**config.mk**
```make
export PLATFORM = sky130hd
export DESIGN_NAME = videoOut
export DESIGN_NICKNAME = d
export VERILOG_FILES = /design/src/logic/neoVideoPkg.sv /design/src/logic/videoOut.sv
export VERILOG_INCLUDE_DIRS = /design/src /design/src/include
export SDC_FILE = /design/constraint.sdc
export NUM_CORES = 1
export LEC_CHECK = 0
export BUFFER_PORTS_ARGS = -buffer_cell sky130_fd_sc_hd__buf_2
export CORE_UTILIZATION = 40
export CTS_CLUSTER_DIAMETER = 200
export CTS_CLUSTER_SIZE = 8
export DETAILED_ROUTE_END_ITERATION = 16
export GPL_ROUTABILITY_DRIVEN = 0
export PLACE_DENSITY = 0.71
export SLEW_MARGIN = 20
export SYNTH_ARGS = -nofsm -noshare
export SYNTH_HDL_FRONTEND = slang
export SYNTH_SLANG_ARGS = --single-unit
```
**constraint.sdc**
```tcl
create_clock -name clk24M -period 1.5 [get_ports clk24M]
set_input_delay 0.075 -clock clk24M [delete_from_list [all_inputs] [get_ports clk24M]]
set_output_delay 0.075 -clock clk24M [all_outputs]
set_load 0.02 [all_outputs]
```
**src/include/neo_macros.svh**
```systemverilog
`ifndef NEO_MACROS_SVH
`define NEO_MACROS_SVH

// Bus widths
`define NEO_ADDR_W        23        // Word address, byte bits 23..1
`define NEO_DATA_W        16
`define NEO_PAL_INDEX_W   12        // Entries per palette bank
`define NEO_RGB_W         7         // DAC resolution per component

// DTACK timing in clocks
`define NEO_DTACK_DELAY   2         // Internal zones
`define NEO_ROM_WAIT      2         // Added on ROM and port when the cart asks

// Memory map, byte addresses
`define NEO_ROM_BASE      24'h000000
`define NEO_WRAM_BASE     24'h100000
`define NEO_PORT_BASE     24'h200000
`define NEO_CTRL1_BASE    24'h300000
`define NEO_CTRL2_BASE    24'h340000
`define NEO_STATB_BASE    24'h380000
`define NEO_SLATCH_BASE   24'h3A0000
`define NEO_LSPC_BASE     24'h3C0000
`define NEO_PAL_BASE      24'h400000
`define NEO_CARD_BASE     24'h800000
`define NEO_BIOS_BASE     24'hC00000

// Region size masks
`define NEO_MASK_4M       24'hC00000
`define NEO_MASK_1M       24'hF00000
`define NEO_MASK_128K     24'hFE0000

`endif

```
**src/logic/neoVideoPkg.sv**
```systemverilog
`default_nettype none

`include "neo_macros.svh"

package neoVideoPkg;

	// Palette RAM word as stored by the 68K
	typedef struct packed {
		logic       dark;    // Common dimming bit
		logic       r0;      // LSBs of each component
		logic       g0;
		logic       b0;
		logic [3:0] rHigh;
		logic [3:0] gHigh;
		logic [3:0] bHigh;
	} paletteWord;

	// Pixel side lookup into the current bank
	typedef struct packed {
		logic                        valid;
		logic [`NEO_PAL_INDEX_W-1:0] index;
	} pixelRequest;

	// Parallel RGB toward the DACs
	typedef struct packed {
		logic                  valid;
		logic [`NEO_RGB_W-1:0] red;
		logic [`NEO_RGB_W-1:0] green;
		logic [`NEO_RGB_W-1:0] blue;
	} rgbPixel;

endpackage

`default_nettype wire

```
**src/logic/videoOut.sv**
```systemverilog
`default_nettype none

`include "neo_macros.svh"

module videoOut
	import neoVideoPkg::*;
(
	input  logic       clk24M,
	input  logic       reset,
	input  paletteWord lookupWord,
	input  logic       lookupValid,
	input  logic       shadow,
	output rgbPixel    rgbOut
);

	logic [`NEO_RGB_W-1:0] redQ;
	logic [`NEO_RGB_W-1:0] greenQ;
	logic [`NEO_RGB_W-1:0] blueQ;
	logic validQ;

	// Nibble, LSB, then inverted dark twice for the bottom resistors
	function automatic logic [`NEO_RGB_W-1:0] expand(input logic [3:0] high, input logic low,
			input logic dark, input logic shade);
		logic [`NEO_RGB_W-1:0] level;
		level = {high, low, ~dark, ~dark};
		return shade ? (level >> 1) : level;   // Shadow halves intensity
	endfunction

	always_ff @(posedge clk24M) begin
		if (lookupValid) begin
			redQ <= expand(lookupWord.rHigh, lookupWord.r0, lookupWord.dark, shadow);
			greenQ <= expand(lookupWord.gHigh, lookupWord.g0, lookupWord.dark, shadow);
			blueQ <= expand(lookupWord.bHigh, lookupWord.b0, lookupWord.dark, shadow);
		end
	end

	always_ff @(posedge clk24M) begin
		if (reset)
			validQ <= 1'b0;
		else
			validQ <= lookupValid;
	end

	assign rgbOut = '{valid: validQ, red: redQ, green: greenQ, blue: blueQ};

endmodule

`default_nettype wire
```
# Word level (Yosys, flattened, before mapping)
# Cells that the tools add are included.
[classes]
reduce_logical = 0
n_lt_le_gt_ge = 0
shift = 0
add_sub_neg = 0
n_mul = 0
n_eq_ne = 0
div = 0
n_mux = 3
n_bitwise = 1
[op_table]
columns = ["operator", "count"]
rows = [
  ["6-bit two-way mux", 3],
  ["1-bit NOT", 1],
]
[totals]
memories = 0
reg_bits = 22
output_inout_bits = 22
mem_bits_ro = 0
ramBits = 0
latchBits = 0

# Depth between registers and ports, before layout
[depth]
depth_word = 2
mapped_depth = 3
depth_no_buf = 2

# Worst setup path after synthesis
# No wires, ideal clock.
[synth_path]
path_type = "input port to flip-flop"
startpoint = "input port shadow"
endpoint = "register blueQ[3] (data pin)"
path_stages = 2
arrival_ps = 500
slack_ps = 739
path_buffers = 1
path_cell_list = "buf_6 mux2_4"
[synth_via]
elab_chain_cells = 1
[synth_rtl]
columns = ["item", "line", "source"]
rows = [
  ["from (decl)", "videoOut.sv:12", "input logic shadow,"],
  ["6-bit two-way mux", "videoOut.sv:26", "return shade ? (level >> 1) : level;"],
  ["to (signal assigned)", "videoOut.sv:33", "blueQ <= expand(lookupWord.bHigh, lookupWord.b0, lookupWord.dark, shadow);"],
  ["to (decl)", "videoOut.sv:18", "logic [`NEO_RGB_W-1:0] blueQ;"],
]
# No other way between the ends.
# A chain may end at the register's enable or synchronous reset.

==> run metrics <==
status completed; Compound-Gate Fraction of Synth Area 3.540%; placed inst area 1049 um^2; RSZ-0062 raised after global routing no; Max Clk Rate 1.046 GHz; maxcap violations 0; CP bufs+invs 1; power density cells 1096 nW/um^2; num rows 16; clock tree sinks 20; initial core utilization 42.80%; crit-path leading delay family flip-flops; highest fanout seen on the critical path 3; largest family of logic cells by synthesized area multiplexers; Ports 42; TritonCTS clock tree done; Synth Register Bits 20; min-delay worst type in -> reg; final setup margin 0.5439 ns; critical path launch point type flip-flop; area grow syn2layout 29.06%; GRT Overall Usage 12.36%; Post-Place Worst Slack 0.3946 ns; Synth Area in XOR/XNOR 0%; Syn Std Cell Area 848.3 um^2; Remaining DRCs 0; commonest non-fill, non-tap cell in the layout buf_2; yosys warns 0; Final min period 0.9561 ns; crit-path cells buf_2; Post-Synth Adder-Cell Area 0%; # diodes 0; synthesized instance count 52; Worst VDD drop 0.5112 mV; Buffers on Ports 41; sequential area share after synthesis 69.62%; Leakage 0.4977 nW; grt total ovfl 0; hold_ws 0.004619 ns; Die ar. 2309 um^2; syn nets 72; Worst-Margin Slew 0.4528 ns; Non-Filler Instances 120; Crit path largest cell delay 0.40 ns; dpl cells 115; root buf cell clkbuf_4; final worst path period share 63.74%; final hold violations 0; Die Wd 48.05 um; final core utilization 55.24%; WS Path Type reg -> out; vias in the first global route 434; Finish-stage setup viols 0; largest net degree at the start of global routing 23; Vias/cell 4.400; commonest cells after routing, fill and taps aside buf_2 (41), edfxtp_1 (19), mux2_4 (8); postcts setup bufs 0; buffer depth of the longest clock path 2; Synth Area per Inst 16.31 um^2; simple-gate area share of the yosys netlist 5.015%; Routed WL per cell 11.05 um; initial antenna violation count 0; WP data required 1.42 ns; Clock transition at path regs 0.11 ns; WP data arrival 0.88 ns; synth unique cells 12; Post-Route WL 1326 um; post-CTS sizing 0; final max-slew violation count 0; mux share of post-synthesis cell area 15.49%; htree depth 1; CP max stage cell edfxtp_1; drt pass-1 iters 4; total CTS buffers 3; Hold Buf Count CTS 1; Power Total 1.200 mW; fin nets 114; Worst slew margin 69.81%; post-route cell area 1095 um^2; share of cells above drive strength 1 58.06%; Setup crit end kind output pin; drt initial violations 7; Die Span Y 48.05 um; via count 528; setup TNS 0 ns; antenna-violating nets left 0; core outline area 1982 um^2; global-route wire length before repair 1842 um
path summary, 6_finish.rpt:
path / startpoint / end / slack (ns) / depth (start not counted)
setup / recovery: redQ[0]$_DFFE_PP_ / rgbOut[0] / 0.54 / 1
hold / removal: lookupWord[15] / redQ[0]$_DFFE_PP_ / 0.005 / 2
report_power, final:
part	leakage (nW)	switching, mW	total, mW	internal, mW
Combinational	0.283	0.125	0.212	0.0878
Sequential	0.194	0.0106	0.677	0.666
Clock	0.0210	0.162	0.311	0.148
Total	0.498	0.298	1.20	0.902
flip-flops by register name, summed over array words and instances (netlist names):
signal and count:
greenQ 6, redQ 7, blueQ 6, validQ 1
kinds of logic after synthesis:
group | Yosys count
flops | 20
mux | 9
buf+inv | 9
simple gates | 8
compound gates | 6
cell usage after synthesis, drive strengths merged:
| cell type | instances | area [um^2] |
|---|---|---|
| mux2 | 9 | 131.4 |
| buf | 5 | 38.78 |
| o21ai | 3 | 15.01 |
| a21oi | 3 | 15.01 |
| edfxtp | 19 | 570.6 |
| nand2 | 3 | 11.26 |
| inv | 4 | 15.01 |
| dfxtp | 1 | 20.02 |
| nor2b | 5 | 31.28 |
per-layer routing:
metal,up-vias,track usage [%],wire length [um]
met1,235,14.70,546
met5,-,0,0
met3,3,4.906,97
li1,262,-,-
met4,0,9.444,23
met2,28,17.84,658
final cells by class:
cell class | count | area, um^2
well taps | 27 | 33.78
inverters | 4 | 15.01
clock buffers | 4 | 36.28
fillers | 178 | 887.1
repair buffers | 42 | 215.2
flip-flops and latches | 20 | 590.6
multi-input cells | 23 | 203.9
(Power assumes the default switching activity.)
