[config.mk]
export PLATFORM = sky130hd
export DESIGN_NAME = systemLatch
export DESIGN_NICKNAME = d
export VERILOG_FILES = /design/src/logic/neoBusPkg.sv /design/src/logic/systemLatch.sv
export VERILOG_INCLUDE_DIRS = /design/src /design/src/include
export SDC_FILE = /design/constraint.sdc
export NUM_CORES = 1
export LEC_CHECK = 0
export ABC_CLOCK_PERIOD_IN_PS = 1400
export BUFFER_PORTS_ARGS = -buffer_cell sky130_fd_sc_hd__buf_2
export CORE_AREA = 2 2 39 41
export DETAILED_ROUTE_END_ITERATION = 10
export DIE_AREA = 0 0 41 43
export PLACE_DENSITY_LB_ADDON = 0.15
export SETUP_SLACK_MARGIN = 0.05
export SLEW_MARGIN = 20
export SYNTH_ARGS = -nofsm -noshare
export SYNTH_HDL_FRONTEND = slang
export SYNTH_SLANG_ARGS = --single-unit
[constraint.sdc]
create_clock -name clk24M -period 1.4 [get_ports clk24M]
set_input_delay 0.21 -clock clk24M [delete_from_list [all_inputs] [get_ports clk24M]]
set_output_delay 0.21 -clock clk24M [all_outputs]
set_load 0.05 [all_outputs]
[src/include/neo_macros.svh]
`ifndef NEO_MACROS_SVH
`define NEO_MACROS_SVH

// Bus widths
`define NEO_ADDR_W        23        // Word address, byte bits 23..1
`define NEO_DATA_W        16
`define NEO_PAL_INDEX_W   12        // Entries per palette bank
`define NEO_RGB_W         7         // DAC resolution per component

// DTACK timing in clocks
`define NEO_DTACK_DELAY   2         // Internal zones
`define NEO_ROM_WAIT      2         // Added on ROM and port when the cart asks

// Memory map, byte addresses
`define NEO_ROM_BASE      24'h000000
`define NEO_WRAM_BASE     24'h100000
`define NEO_PORT_BASE     24'h200000
`define NEO_CTRL1_BASE    24'h300000
`define NEO_CTRL2_BASE    24'h340000
`define NEO_STATB_BASE    24'h380000
`define NEO_SLATCH_BASE   24'h3A0000
`define NEO_LSPC_BASE     24'h3C0000
`define NEO_PAL_BASE      24'h400000
`define NEO_CARD_BASE     24'h800000
`define NEO_BIOS_BASE     24'hC00000

// Region size masks
`define NEO_MASK_4M       24'hC00000
`define NEO_MASK_1M       24'hF00000
`define NEO_MASK_128K     24'hFE0000

`endif

[src/logic/neoBusPkg.sv]
`default_nettype none

`include "neo_macros.svh"

package neoBusPkg;

	// 68K bus as seen from the board, strobes already active high
	typedef struct packed {
		logic [`NEO_ADDR_W-1:0] addr;     // A23..A1
		logic [`NEO_DATA_W-1:0] dataOut;  // CPU write data
		logic                   rw;       // High on read
		logic                   addrStrobe;
		logic                   lowerStrobe; // Odd byte, D7..D0
		logic                   upperStrobe; // Even byte, D15..D8
	} cpuBus;

	// Decoded regions of the system map
	typedef enum logic [3:0] {
		zoneRom,
		zoneWorkRam,
		zonePort,
		zoneCtrl1,
		zoneCtrl2,
		zoneStatusB,
		zoneSysLatch,
		zoneLspc,
		zonePalette,
		zoneCard,
		zoneBios,
		zoneNone
	} busZone;

	// Chip selects toward the external regions
	typedef struct packed {
		logic romOe;
		logic portOe;
		logic workRamWe;
		logic workRamOe;
		logic ctrl1;
		logic ctrl2;
		logic statusB;
		logic lspcOe;
		logic lspcWe;
		logic cardOe;
		logic cardWe;
		logic biosOe;
	} zoneSelect;

	// System latch outputs, order matches latch address bits 3..1
	typedef struct packed {
		logic shadow;
		logic vecBios;
		logic cardWriteEn;
		logic cardWriteEnB;
		logic regEnable;
		logic systemRom;     // BIOS side selected
		logic sramUnlock;
		logic palBank;
	} sysFlags;

endpackage

`default_nettype wire

[src/logic/systemLatch.sv]
`default_nettype none

module systemLatch
	import neoBusPkg::*;
(
	input  logic       clk24M,
	input  logic       reset,
	input  logic       latchWrite,
	input  logic [3:0] latchAddr,
	output sysFlags    flags
);

	logic [2:0] flagSel;
	logic flagValue;

	assign flagSel = latchAddr[2:0];     // A3..A1
	assign flagValue = latchAddr[3];     // A4 carries the data

	// Addressable latch with one flag per write
	always_ff @(posedge clk24M) begin
		if (reset) begin
			flags <= '0;
			flags.systemRom <= 1'b1;         // Boot from BIOS
		end else if (latchWrite) begin
			case (flagSel)
				3'd0: flags.shadow <= flagValue;
				3'd1: flags.vecBios <= flagValue;       // Vector table source
				3'd2: flags.cardWriteEn <= flagValue;
				3'd3: flags.cardWriteEnB <= flagValue;
				3'd4: flags.regEnable <= flagValue;     // Card register space
				3'd5: flags.systemRom <= flagValue;
				3'd6: flags.sramUnlock <= flagValue;
				3'd7: flags.palBank <= flagValue;
			endcase
		end
	end

endmodule

`default_nettype wire

# After elaboration in Yosys (flattened, before gate mapping)
# Cells that the tools add are included.
dict set report word_totals {
  regBits 8
  in_bits 7
  out_inout_bits 8
  wordCells 24
}
dict set report op_classes {
  eq_ne 7
  n_reduce_logical 9
}
# op count
set ops {}
lappend ops {{2-bit AND reduction} 8}
lappend ops {{3-bit equality test, second input constant} 4}
lappend ops {{3-bit by 2-bit equality test with 1-bit output, second input constant} 2}
lappend ops {{3-bit by 1-bit equality test with 1-bit output, second input constant} 1}
lappend ops {{3-bit logical NOT} 1}

# Longest topological paths before layout
dict set report logic_depth {
  depth_word 2
  depth_mapped 3
}

# Worst setup path after synthesis
# No wires, ideal clock.
dict set report synth_timing {
  path_kind {register -> register}
  startpoint {reg, netlist name flags[2]}
  endpoint {reg flags[2] (netlist name)}
  setup_time_ps 72
  arrival_ps 817
  setup_slack_ps 511
  stages_incl_launch_ff 3
  n_path_buf 0
  period_less_slack_ps 889
  path_cell_list {dfxtp_1 -> nor2_1 -> mux2i_1}
}
# item line
set synth_rtl {}
lappend synth_rtl {{to (decl)} systemLatch.sv:10} ;# output sysFlags flags

# Final worst setup path
dict set report layout_timing {
  startpoint {reg flags[3] (netlist name)}
  endpoint {out flags[3] (netlist name)}
}
# No word-level cell between the ends.

==> reports/qor.yml <==
outcome: "complete, no violations"
finalMaxSlewViolations: 0
required_ns: 1.19
p_comb_frac: 0.140
critical-path-top-delay-family: "flip-flops"
leakage_nw: 0.231
hold_path_depth: 3
clk_latency_ns: 0.25
antennaDiodeCount: 0
cp.arrival_ns: 0.84
netlist.area_leader.share: 0.413
seqPwrFrac: 0.495
power.switching_mw: 0.119
power_mw: 0.475
port_buffers: 14
postRouteAntennaNets: 0
route.detailed.drc: 0
ctsLongestPathBuffers: 2
syn_area_per_cell_um2: 11.1
grt-ovfl-total: 0
drt_iter0_markers: 3
synth_top_cell_by_area: "dfxtp_1"
reg2reg_slack_ns: 0.82
power.share.switching: 0.251
antenna_found_initial: 0
cpPeakStageDelay_ns: 0.33
grt_max_degree: 11
ys_warn_count: 0
core_area_um2: 1380
clock_skew_ns: 0
hold_buffers: 0
final_util: 0.358
fmax_mhz: 950
top_regs: "flags: 8 flops"
die_area_um2: 1760
gp_congestion: 0.667
power_per_cell_area_nw_per_um2: 959
dp_hpwl_um: 612
fin_tns_setup_ns: 0
pre_cts_ws_ns: 0.465
wire_per_inst_um: 11.8
initial_utilization: 0.280
hp-class: "in2reg"
post-route-period-util: 0.752
end_kind: "primary output"
synth-async-reset-ratio: 0
synth_commonest_cells: "dfxtp_1, mux2i_1, nand2b_1, and4bb_1, nand4b_1"
synth_nets: 42
synth_edf_count: 0
met3_wirelength_um: 71
intPower_mw: 0.356
routed.top_layer: "met4"
crit_chain: "buf_2"
dp_cells: 64
crit_type: "reg2out"
synth_seq_cells: 8
dieHeight_um: 43
clk_transition_reported_paths_ns: 0.05
cts_buffers: 3
met2_length_um: 340
tightest_slew_ns: 0.257
grt_first_pass_wirelength_mm: 1.25
die_w_um: 41
wl_um: 793
top_level_ports: 15
ys_seq_area_frac: 0.413
regMostFlops: "flags"
crit_path_max_fanout: 2
cts_tree: "built"
ys_top_cells_by_area: "dfxtp_1, mux2i_1, nand2b_1, and4bb_1, nand4b_1"
drive_gt1_frac: 0.353
cts-root-buf: "clkbuf_4"
hold_viol_final: 0
stdcell_count: 67
synthesis.instances: 35
vias_per_cell: 4.76
rsz0062_at_grt: "false"
crit_cells: 1
clkPwrFrac: 0.365
ys_types: 9
crit_path_start_kind: "register"
firstDrtPassIters: 2
area_delta_synth_final_pct: 27.7
cts_sinks: 8
largest_reg_flops: 8
gr-usage-all-layers: 0.107
setup_violations: 0
maxCapViolCount: 0
slew_headroom: 0.829
grt_pass1_vias: 307
ys.flop_type: "dfxtp_1"
critPathBufInv: 1
postCtsSetupRepairBufs: 0
fin_nets: 60
setup_ws_ns: 0.347
r2r_cells: 2
syn_area_um2: 388
slowest_stage: "dfxtp_1"
rows: 14
htreeDepth: 1
cts-resized-gates: 0
vias: 319
peakVddDrop_v: 0.000397
wl_met1_um: 375
min_period_ns: 1.05
metrics by stage:
step	instance area (um^2)	hold slack, ns
4_1_cts	495	0.243
3_3_place_gp	473	0.458
6_report	495	0.250
5_1_grt	495	0.298
2_1_floorplan	388	0.371
3_5_place_dp	473	0.464
worst paths after layout:
| check | startpoint | end |
|---|---|---|
| worst max-delay path | flags[3] | flags[3] |
| worst min register to register | flags[1] | flags[1] |
| worst min-delay path | latchAddr[3] | flags[2] |
| worst max register to register | flags[2] | flags[2] |
layout by cell type, fill, tap and decap left out:
cell type  netlist  routed
and4bb_1         3       3
nand2b_1         8       8
nand4_1          1       1
clkbuf_4         0       3
nor4b_2          1       1
buf_2            1      14
dfxtp_1          8       8
nand4b_1         3       3
nor2_1           2       2
mux2i_1          8       8
power groups by stage:
| stage | sequential [mW] | combinational [mW] | clock [mW] |
|---|---|---|---|
| after floorplan | 0.258 | 0.0242 | 0 |
| after detailed placement | 0.240 | 0.0671 | 0 |
| after global placement | 0.240 | 0.0655 | 0 |
| after CTS | 0.235 | 0.0673 | 0.183 |
| after global routing | 0.235 | 0.0722 | 0.191 |
| final | 0.235 | 0.0667 | 0.173 |
routing by layer:
metal,track usage,vias up
li1,-,162
met1,0.133,143
met2,0.147,12
met3,0.0314,2
met4,0.0800,0
met5,0,-
kinds of logic (layout without fill, tap and decap cells):
group	count (synthesis)	in the layout	share of synthesized area
buffers and inverters	1	17	0.0129
muxes	8	8	0.206
and+or+nand+nor	18	18	0.368
DFF	8	8	0.413
tightest hold or removal path, delay by kind of cell:
| kind | cells | cell delay (ns) |
|---|---|---|
| buffers and inverters | 1 | 0.09 |
| and+or+nand+nor | 1 | 0.04 |
| muxes | 1 | 0.11 |
layout make-up:
cell class | instances | area (um^2)
multi-input combinational | 26 | 223
tap | 16 | 20.0
clock buffer | 3 | 22.5
sequential | 8 | 160
timing repair buffer | 14 | 70.1
fill | 143 | 888
Power figures use the tool's default switching activity.
