`src/include/neo_macros.svh`:
```
`ifndef NEO_MACROS_SVH
`define NEO_MACROS_SVH

// Bus widths
`define NEO_ADDR_W        23        // Word address, byte bits 23..1
`define NEO_DATA_W        16
`define NEO_PAL_INDEX_W   12        // Entries per palette bank
`define NEO_RGB_W         7         // DAC resolution per component

// DTACK timing in clocks
`define NEO_DTACK_DELAY   2         // Internal zones
`define NEO_ROM_WAIT      2         // Added on ROM and port when the cart asks

// Memory map, byte addresses
`define NEO_ROM_BASE      24'h000000
`define NEO_WRAM_BASE     24'h100000
`define NEO_PORT_BASE     24'h200000
`define NEO_CTRL1_BASE    24'h300000
`define NEO_CTRL2_BASE    24'h340000
`define NEO_STATB_BASE    24'h380000
`define NEO_SLATCH_BASE   24'h3A0000
`define NEO_LSPC_BASE     24'h3C0000
`define NEO_PAL_BASE      24'h400000
`define NEO_CARD_BASE     24'h800000
`define NEO_BIOS_BASE     24'hC00000

// Region size masks
`define NEO_MASK_4M       24'hC00000
`define NEO_MASK_1M       24'hF00000
`define NEO_MASK_128K     24'hFE0000

`endif

```
`src/logic/neoBusPkg.sv`:
```
`default_nettype none

`include "neo_macros.svh"

package neoBusPkg;

	// 68K bus as seen from the board, strobes already active high
	typedef struct packed {
		logic [`NEO_ADDR_W-1:0] addr;     // A23..A1
		logic [`NEO_DATA_W-1:0] dataOut;  // CPU write data
		logic                   rw;       // High on read
		logic                   addrStrobe;
		logic                   lowerStrobe; // Odd byte, D7..D0
		logic                   upperStrobe; // Even byte, D15..D8
	} cpuBus;

	// Decoded regions of the system map
	typedef enum logic [3:0] {
		zoneRom,
		zoneWorkRam,
		zonePort,
		zoneCtrl1,
		zoneCtrl2,
		zoneStatusB,
		zoneSysLatch,
		zoneLspc,
		zonePalette,
		zoneCard,
		zoneBios,
		zoneNone
	} busZone;

	// Chip selects toward the external regions
	typedef struct packed {
		logic romOe;
		logic portOe;
		logic workRamWe;
		logic workRamOe;
		logic ctrl1;
		logic ctrl2;
		logic statusB;
		logic lspcOe;
		logic lspcWe;
		logic cardOe;
		logic cardWe;
		logic biosOe;
	} zoneSelect;

	// System latch outputs, order matches latch address bits 3..1
	typedef struct packed {
		logic shadow;
		logic vecBios;
		logic cardWriteEn;
		logic cardWriteEnB;
		logic regEnable;
		logic systemRom;     // BIOS side selected
		logic sramUnlock;
		logic palBank;
	} sysFlags;

endpackage

`default_nettype wire

```
`src/logic/neoVideoPkg.sv`:
```
`default_nettype none

`include "neo_macros.svh"

package neoVideoPkg;

	// Palette RAM word as stored by the 68K
	typedef struct packed {
		logic       dark;    // Common dimming bit
		logic       r0;      // LSBs of each component
		logic       g0;
		logic       b0;
		logic [3:0] rHigh;
		logic [3:0] gHigh;
		logic [3:0] bHigh;
	} paletteWord;

	// Pixel side lookup into the current bank
	typedef struct packed {
		logic                        valid;
		logic [`NEO_PAL_INDEX_W-1:0] index;
	} pixelRequest;

	// Parallel RGB toward the DACs
	typedef struct packed {
		logic                  valid;
		logic [`NEO_RGB_W-1:0] red;
		logic [`NEO_RGB_W-1:0] green;
		logic [`NEO_RGB_W-1:0] blue;
	} rgbPixel;

endpackage

`default_nettype wire

```
`src/logic/busDecoder.sv`:
```
`default_nettype none

`include "neo_macros.svh"

module busDecoder
	import neoBusPkg::*, neoVideoPkg::*;
(
	input  logic                        clk24M,
	input  logic                        reset,
	input  cpuBus                       bus,
	input  logic                        romWait,
	input  logic [`NEO_DATA_W-1:0]      extData,
	input  paletteWord                  paletteReadCpu,
	output logic                        dtack,
	output logic [`NEO_DATA_W-1:0]      readData,
	output zoneSelect                   zones,
	output busZone                      zone,
	output logic                        paletteWrite,
	output logic [`NEO_PAL_INDEX_W-1:0] paletteAddrCpu,
	output logic                        latchWrite,
	output logic [3:0]                  latchAddr
);

	typedef enum logic [1:0] {stIdle, stBusy, stAck} busState;

	localparam int waitW = $clog2(`NEO_DTACK_DELAY + `NEO_ROM_WAIT + 1);
	localparam logic [waitW-1:0] fastWait = waitW'(`NEO_DTACK_DELAY - 1);
	localparam logic [waitW-1:0] slowWait = waitW'(`NEO_DTACK_DELAY + `NEO_ROM_WAIT - 1);

	busState state;
	logic [waitW-1:0] waitCount;    // Clocks left before DTACK
	logic [23:0] byteAddr;
	logic startCycle;
	logic isWrite;
	busZone hitZone;
	zoneSelect hitSelect;

	// Address window test against a base and a size mask
	function automatic logic inRegion(input logic [23:0] a, input logic [23:0] base,
			input logic [23:0] mask);
		return ((a ^ base) & mask) == 24'h0;
	endfunction

	assign byteAddr = {bus.addr, 1'b0};
	assign isWrite = ~bus.rw;
	assign startCycle = (state == stIdle) & bus.addrStrobe;

	always_comb begin
		hitZone = zoneNone;
		if (inRegion(byteAddr, `NEO_BIOS_BASE, `NEO_MASK_4M))
			hitZone = zoneBios;
		else if (inRegion(byteAddr, `NEO_CARD_BASE, `NEO_MASK_4M))
			hitZone = zoneCard;
		else if (inRegion(byteAddr, `NEO_PAL_BASE, `NEO_MASK_4M))
			hitZone = zonePalette;      // 8 KB mirrors over 4 MB
		else if (inRegion(byteAddr, `NEO_ROM_BASE, `NEO_MASK_1M))
			hitZone = zoneRom;
		else if (inRegion(byteAddr, `NEO_WRAM_BASE, `NEO_MASK_1M))
			hitZone = zoneWorkRam;
		else if (inRegion(byteAddr, `NEO_PORT_BASE, `NEO_MASK_1M))
			hitZone = zonePort;
		else if (inRegion(byteAddr, `NEO_CTRL1_BASE, `NEO_MASK_128K))
			hitZone = zoneCtrl1;
		else if (inRegion(byteAddr, `NEO_CTRL2_BASE, `NEO_MASK_128K))
			hitZone = zoneCtrl2;
		else if (inRegion(byteAddr, `NEO_STATB_BASE, `NEO_MASK_128K))
			hitZone = zoneStatusB;
		else if (inRegion(byteAddr, `NEO_SLATCH_BASE, `NEO_MASK_128K) && isWrite && bus.lowerStrobe)
			hitZone = zoneSysLatch;     // Odd byte writes only
		else if (inRegion(byteAddr, `NEO_LSPC_BASE, `NEO_MASK_128K))
			hitZone = zoneLspc;
	end

	// One strobe per region, direction picks OE or WE
	always_comb begin
		hitSelect = '0;
		case (hitZone)
			zoneRom:     hitSelect.romOe = bus.rw;
			zonePort:    hitSelect.portOe = bus.rw;
			zoneWorkRam: begin
				hitSelect.workRamOe = bus.rw;
				hitSelect.workRamWe = isWrite;
			end
			zoneCtrl1:   hitSelect.ctrl1 = 1'b1;
			zoneCtrl2:   hitSelect.ctrl2 = 1'b1;
			zoneStatusB: hitSelect.statusB = 1'b1;
			zoneLspc: begin
				hitSelect.lspcOe = bus.rw;
				hitSelect.lspcWe = isWrite;
			end
			zoneCard: begin
				hitSelect.cardOe = bus.rw;
				hitSelect.cardWe = isWrite;
			end
			zoneBios:    hitSelect.biosOe = bus.rw;
			default:     hitSelect = '0;
		endcase
	end

	always_ff @(posedge clk24M) begin
		if (reset) begin
			state <= stIdle;
			waitCount <= '0;
			zone <= zoneNone;
			zones <= '0;
			dtack <= 1'b0;
		end else begin
			case (state)
				stIdle: if (bus.addrStrobe) begin
					state <= stBusy;
					zone <= hitZone;
					zones <= hitSelect;
					// Cart may stretch ROM and port accesses
					if (romWait && (hitZone == zoneRom || hitZone == zonePort))
						waitCount <= slowWait;
					else
						waitCount <= fastWait;
				end
				stBusy: if (!bus.addrStrobe) begin
					state <= stIdle;        // Aborted cycle
					zone <= zoneNone;
					zones <= '0;
				end else if (waitCount == '0) begin
					state <= stAck;
					dtack <= 1'b1;
				end else begin
					waitCount <= waitCount - 1'b1;
				end
				stAck: if (!bus.addrStrobe) begin
					state <= stIdle;
					dtack <= 1'b0;
					zone <= zoneNone;
					zones <= '0;
				end
				default: state <= stIdle;
			endcase
		end
	end

	// Side effects fire on the first clock only
	assign paletteWrite = startCycle & isWrite & (hitZone == zonePalette)
		& (bus.upperStrobe | bus.lowerStrobe);
	assign latchWrite = startCycle & (hitZone == zoneSysLatch);
	assign paletteAddrCpu = bus.addr[`NEO_PAL_INDEX_W-1:0];  // Mirror drops upper bits
	assign latchAddr = bus.addr[3:0];                       // Byte bits 4..1

	always_comb begin
		case (zone)
			zonePalette:  readData = paletteReadCpu;
			zoneSysLatch: readData = '1;
			zoneNone:     readData = '1;    // Open bus
			default:      readData = extData;
		endcase
	end

endmodule

`default_nettype wire

```
`config.mk`:
```
export PLATFORM = sky130hd
export DESIGN_NAME = busDecoder
export DESIGN_NICKNAME = d
export VERILOG_FILES = /design/src/logic/neoBusPkg.sv /design/src/logic/neoVideoPkg.sv /design/src/logic/busDecoder.sv
export VERILOG_INCLUDE_DIRS = /design/src /design/src/include
export SDC_FILE = /design/constraint.sdc
export NUM_CORES = 1
export LEC_CHECK = 0
export ABC_AREA = 1
export BUFFER_PORTS_ARGS = -buffer_cell sky130_fd_sc_hd__buf_4
export CAP_MARGIN = 30
export CORE_MARGIN = 2
export CORE_UTILIZATION = 40
export DETAILED_ROUTE_END_ITERATION = 7
export PLACE_DENSITY = 0.92
export SLEW_MARGIN = 5
export SYNTH_ARGS = -nofsm -noshare
export SYNTH_HDL_FRONTEND = slang
export SYNTH_SLANG_ARGS = --single-unit
```
`constraint.sdc`:
```
create_clock -name clk24M -period 2.05 [get_ports clk24M]
set_clock_uncertainty 0.05 [all_clocks]
set_input_delay 0.1025 -clock clk24M [delete_from_list [all_inputs] [get_ports clk24M]]
set_output_delay 0.1025 -clock clk24M [all_outputs]
set_load 0.01 [all_outputs]
```
-- Word level (Yosys, flattened, before mapping)
Index checks and enable logic that the tools add are counted.
- register bits: 22
- input port bits: 78
- output and inout port bits: 51
- $add $sub $neg: 1
- eq/ne operators: 22
- muxes and demuxes: 41
- bitwise logic cells: 17
- reductions and logical operators: 27
- operators with widths (cell ; count):
    24-bit zero test ; 11
    4-bit 2-to-1 mux ; 13
    16-bit one-hot mux with 2 select lines ; 1
    12-bit 2-to-1 mux ; 2
    12-bit one-hot mux with 2 select lines ; 1
    4-bit by 3-bit equality test with 1-bit output (second input constant) ; 5
    4-bit equality test (second input constant) ; 5
    2-bit 2-to-1 mux ; 8
    2-bit != test (second input constant) ; 6
    1-bit 2-to-1 mux ; 9
    3-bit 2-to-1 mux ; 3
    4-bit by 2-bit equality test with 1-bit output (second input constant) ; 2
    4-bit inverter ; 2
    4-bit one-hot mux with 2 select lines ; 1
    4-bit AND reduction ; 2
    3-bit inverter ; 2
    2-bit one-hot mux with 3 select lines ; 1
    3-bit one-hot mux with 2 select lines ; 1
    3-bit AND reduction ; 2
    2-bit nonzero test ; 3
    1-bit bitwise AND ; 5
    1-bit inverter ; 5
    4-bit by 1-bit equality test with 1-bit output (second input constant) ; 1
    4-bit zero test ; 1
    12 further kinds ; 16

-- Logic depth before layout (Yosys ltp)
- depth after elaboration: 20
- depth in mapped cells: 11

-- Worst setup path after synthesis
No wires, ideal clock.
- path kind: register -> register
- start point: register state[1]
- end point: register zones[8] (netlist bit)
- arrival: 1.427 ns
- data required time: 1.870 ns
- slack: 0.443 ns
- stages on the path, launching flop included: 10
- buffers on the path: 0
- period minus slack after synthesis: 1.607 ns
- cell sequence: dfxtp_1 inv_1 ha_1 nand2_1 nand2_4 nor2_8 inv_6 nor2_8 a22oi_1 nor2_1
- cells in the longest elaborated chain, start to end: 4
- ends and longest elaborated chain (item ; RTL line ; RTL):
    start: declaration ; busDecoder.sv:30 ; busState state;
    start signal: assignment ; busDecoder.sv:102 ; state <= stIdle;
    start signal: assignment ; busDecoder.sv:110 ; state <= stBusy;
    start signal: assignment ; busDecoder.sv:120 ; state <= stIdle;
    2-bit equality test / 2-bit by 1-bit equality test with 1-bit output (equally long branches) ; busDecoder.sv:108 ; case (state)
    2-bit OR reduction (no line) ; - ;
    2-bit != test (no line) / 2-bit nonzero test (equally long branches) ; - ;
    3-bit AND reduction (no line) ; - ;
    end signal: assignment ; busDecoder.sv:112 ; zones <= hitSelect;
    end: declaration ; busDecoder.sv:16 ; output zoneSelect zones,
Several ways; a longest one is shown, not always the timed one.
A chain may end at the register's enable or synchronous reset.

-- Worst setup path after layout
- start point: register zone[0]
- end point: output port readData[7]
- cells in the longest elaborated chain, start to end: 3
- ends and longest elaborated chain (item ; RTL line ; RTL):
    start: declaration ; busDecoder.sv:17 ; output busZone zone,
    start signal: assignment ; busDecoder.sv:104 ; zone <= zoneNone;
    start signal: assignment ; busDecoder.sv:111 ; zone <= hitZone;
    start signal: assignment ; busDecoder.sv:121 ; zone <= zoneNone;
    4-bit equality test / 4-bit by 3-bit equality test with 1-bit output (equally long branches) ; busDecoder.sv:148 ; case (zone)
    2-bit OR reduction (no line) ; - ;
    16-bit one-hot mux with 2 select lines (*) ; busDecoder.sv:148 ;
    end: declaration ; busDecoder.sv:15 ; output logic [`NEO_DATA_W-1:0] readData,
Mark *: on every way between the ends. The rest lies on a longest branch, timed or not.

==> results.md <==
- Outcome: completed
- Worst r2r src: state[1]
- Final setup violating endpoints: 0
- DP Wirelength: 3.430 mm
- RSZ-0062 raised after global routing: false
- Period utilization: 0.9260
- Hold Path Class: input port to flop
- Placement Cell Area: 2170 sq um
- Crit. End Element: output pin
- Drt total wl: 4.503 mm
- Register bit total from synthesis: 22
- CTS Hold Buffers Added: 0
- Initial drt markers: 74
- DIE WIDTH: 68.09 microns
- Final Hold Viols: 0
- Slew headroom: 0.6536
- Leak: 1.108 nW
- Num CTS Buffers: 3
- Register area: 440.4 sq um
- Minimum clock period: 1898 ps
- Crit path max fanout: 15
- Tot GR Track Use: 0.1835
- CTS tree: done
- Reg-to-Reg End: zones[11]
- Min-Delay Startpoint: reset
- Syn_nets: 331
- Pwr dens: 1092 nW/um^2
- Multi-input logic area: 892.1 sq um
- Via count: 1785
- FMAX: 0.5268 GHz
- Mean Syn Cell Area: 6.651 sq um
- Max-capacitance violation count: 0
- Layout cells sized above 1: 0.3215
- Antenna cell count: 0
- Syn Inst Count: 247
- Layout area overhead: 35.41%
- Post-CTS setup buffer count: 0
- Worst EP required: 1900 ps
- Area of the mapped netlist: 1643 sq um
- Max VDD drop: 0.0007344 V
- Clock Tree Root: clkbuf_8
- Slew Limit Fails: 0
- Sequential cell area fraction in the yosys report: 0.2681
- CP arrival: 1750 ps
- WS Path Type: flop to output pin
- Worst hold endpoint: zones[2]
- Synth cell types: 28
- Post-Layout Inst Area: 2225 sq um
- Placer Congestion: 0.8841
- Clk Latency, worst-skew pair: 260 ps
- Wirelength per Cell: 12.47 microns
- Layout filler cell count: 368
- Vias in the first global route: 1535
- Synth area leaders: dfxtp_1 (27%), nand2_1 (14%), inv_1 (8.9%), buf_4 (7.8%), o211ai_1 (7.3%)
- Rows: 23
- PortBufs: 80
- R2R depth: 11
- Crit path max-delay cell type: dfxtp_1
- Pre-antenna DRT Iters: 4
- Final hold slack: 68.43 ps
- Initial Util: 0.4137
- Cts repair resizes: 0
- Vert. Die Dim: 68.09 microns
- Worst-Margin Slew: 514.8 ps
- Clock transition at the registers of the reported paths: 80 ps
- Antenna Nets Post-Route: 0
- Synth warn: 0
- Vias per inst: 4.945
- Largest net degree at the start of global routing: 33
- Yosys top cell area share: 0.2681
- CTS Sinks: 22
- Final setup TNS: 0 ps
- R2r setup slk: 320 ps
- Startpoint Class: flop
- H-tree Lvls: 1
- Final Util: 0.5602
- Total congestion overflow: 0
- First-pass GRT wire length: 6.630 mm
- Antenna violations before repair: 0
- Drt drc: 0
- Core area: 3971 sq um
- Io pins: 129
- Clk buf depth: 2
- Cell breakdown of the critical path: a21oi_1 > nor3_1 > inv_1 > o211ai_1 > buf_4
- Top cell type by total area after synthesis: dfxtp_1
- Hold Path Cell Cnt: 2
- Nets: 396
- Die ar.: 4636 sq um
- Crit path largest cell delay: 490 ps
## kinds of logic after synthesis
| group | after synthesis | synth area share |
|---|---|---|
| flops | 22 | 0.2681 |
| fa+ha+maj | 6 | 0.04570 |
| buf+inv | 63 | 0.1889 |
| simple gates | 104 | 0.2993 |
| compound gates | 52 | 0.1980 |
## Yosys cell counts
master,number
a21oi_1,16
a21oi_2,3
a22oi_1,3
a31oi_1,1
buf_2,4
buf_4,17
clkbuf_1,1
dfxtp_1,22
ha_1,6
inv_1,39
inv_2,1
inv_6,1
nand2_1,60
nand2_2,1
nand2_4,1
nand3_1,5
nand4_1,2
nor2_1,22
nor2_2,2
nor2_4,2
nor2_8,2
nor3_1,4
nor4_1,2
nor4_4,1
o211ai_1,16
o21ai_0,10
o21bai_1,1
o22ai_1,2
## critical path, delay by kind of cell (launching register included)
kind                   cells  cell delay, ps
flip-flops                 1             490
AO/OA/AOI/OAI              2             280
buffers and inverters      2             440
AND/OR/NAND/NOR            1             280
## registers in the layout, summed over array words and instances, names as in the netlist
| signal | cells |
|---|---|
| state | 2 |
| dtack | 1 |
| zones | 12 |
| zone | 4 |
| waitCount | 3 |
## metrics by stage
stage          setup slack (ps)  cells  total power [mW]
3_5_place_dp              346.6    357             2.115
3_3_place_gp              390.6    357             2.076
5_1_grt                   33.53    361             2.624
6_report                  151.8    361             2.429
2_1_floorplan             442.5    247             1.600
4_1_cts                   139.7    361             2.439
## worst max-delay path by stage
stage              from  slack, ps  cells past startpoint          end
2_1_floorplan  state[1]        440                      9     zones[8]
3_3_place_gp   state[1]        390                     11     zones[2]
3_5_place_dp   state[0]        350                     11     zones[4]
4_1_cts         zone[0]        140                      5  readData[7]
5_1_grt         zone[3]         30                      6  readData[7]
6_report        zone[0]        150                      5  readData[7]
## report_power, final
group | switching, mW | internal (mW)
registers | 0.0752 | 0.514
logic | 0.911 | 0.618
clock network | 0.139 | 0.171
total | 1.13 | 1.30
## per-layer routing
layer / vias up / wire length, microns / track usage
met2: 92 / 2271 / 0.3471
li1: 911 / - / -
met3: 16 / 404 / 0.02632
met4: 0 / 109 / 0.07250
met5: - / 0 / 0
met1: 766 / 1719 / 0.2034
## area by class of cell
| type | instances | share of cell area |
|---|---|---|
| flip-flops and latches | 22 | 0.1980 |
| well taps | 50 | 0.02812 |
| repair buffers | 82 | 0.2767 |
| inverters | 41 | 0.07143 |
| multi-input cells | 162 | 0.4010 |
| clock buffers | 4 | 0.02475 |
## placed cells by master, fill, tap and decap left out, drive strengths merged
cell / n
inv: 41
a21oi: 19
nor3: 4
nand4: 2
nand2: 62
nor2: 28
clkbuf: 4
o22ai: 2
o21bai: 1
a22oi: 3
buf: 82
nor4: 3
o211ai: 16
a31oi: 1
nand3: 5
ha: 6
dfxtp: 22
o21ai: 10
Power figures use the tool's default switching activity.
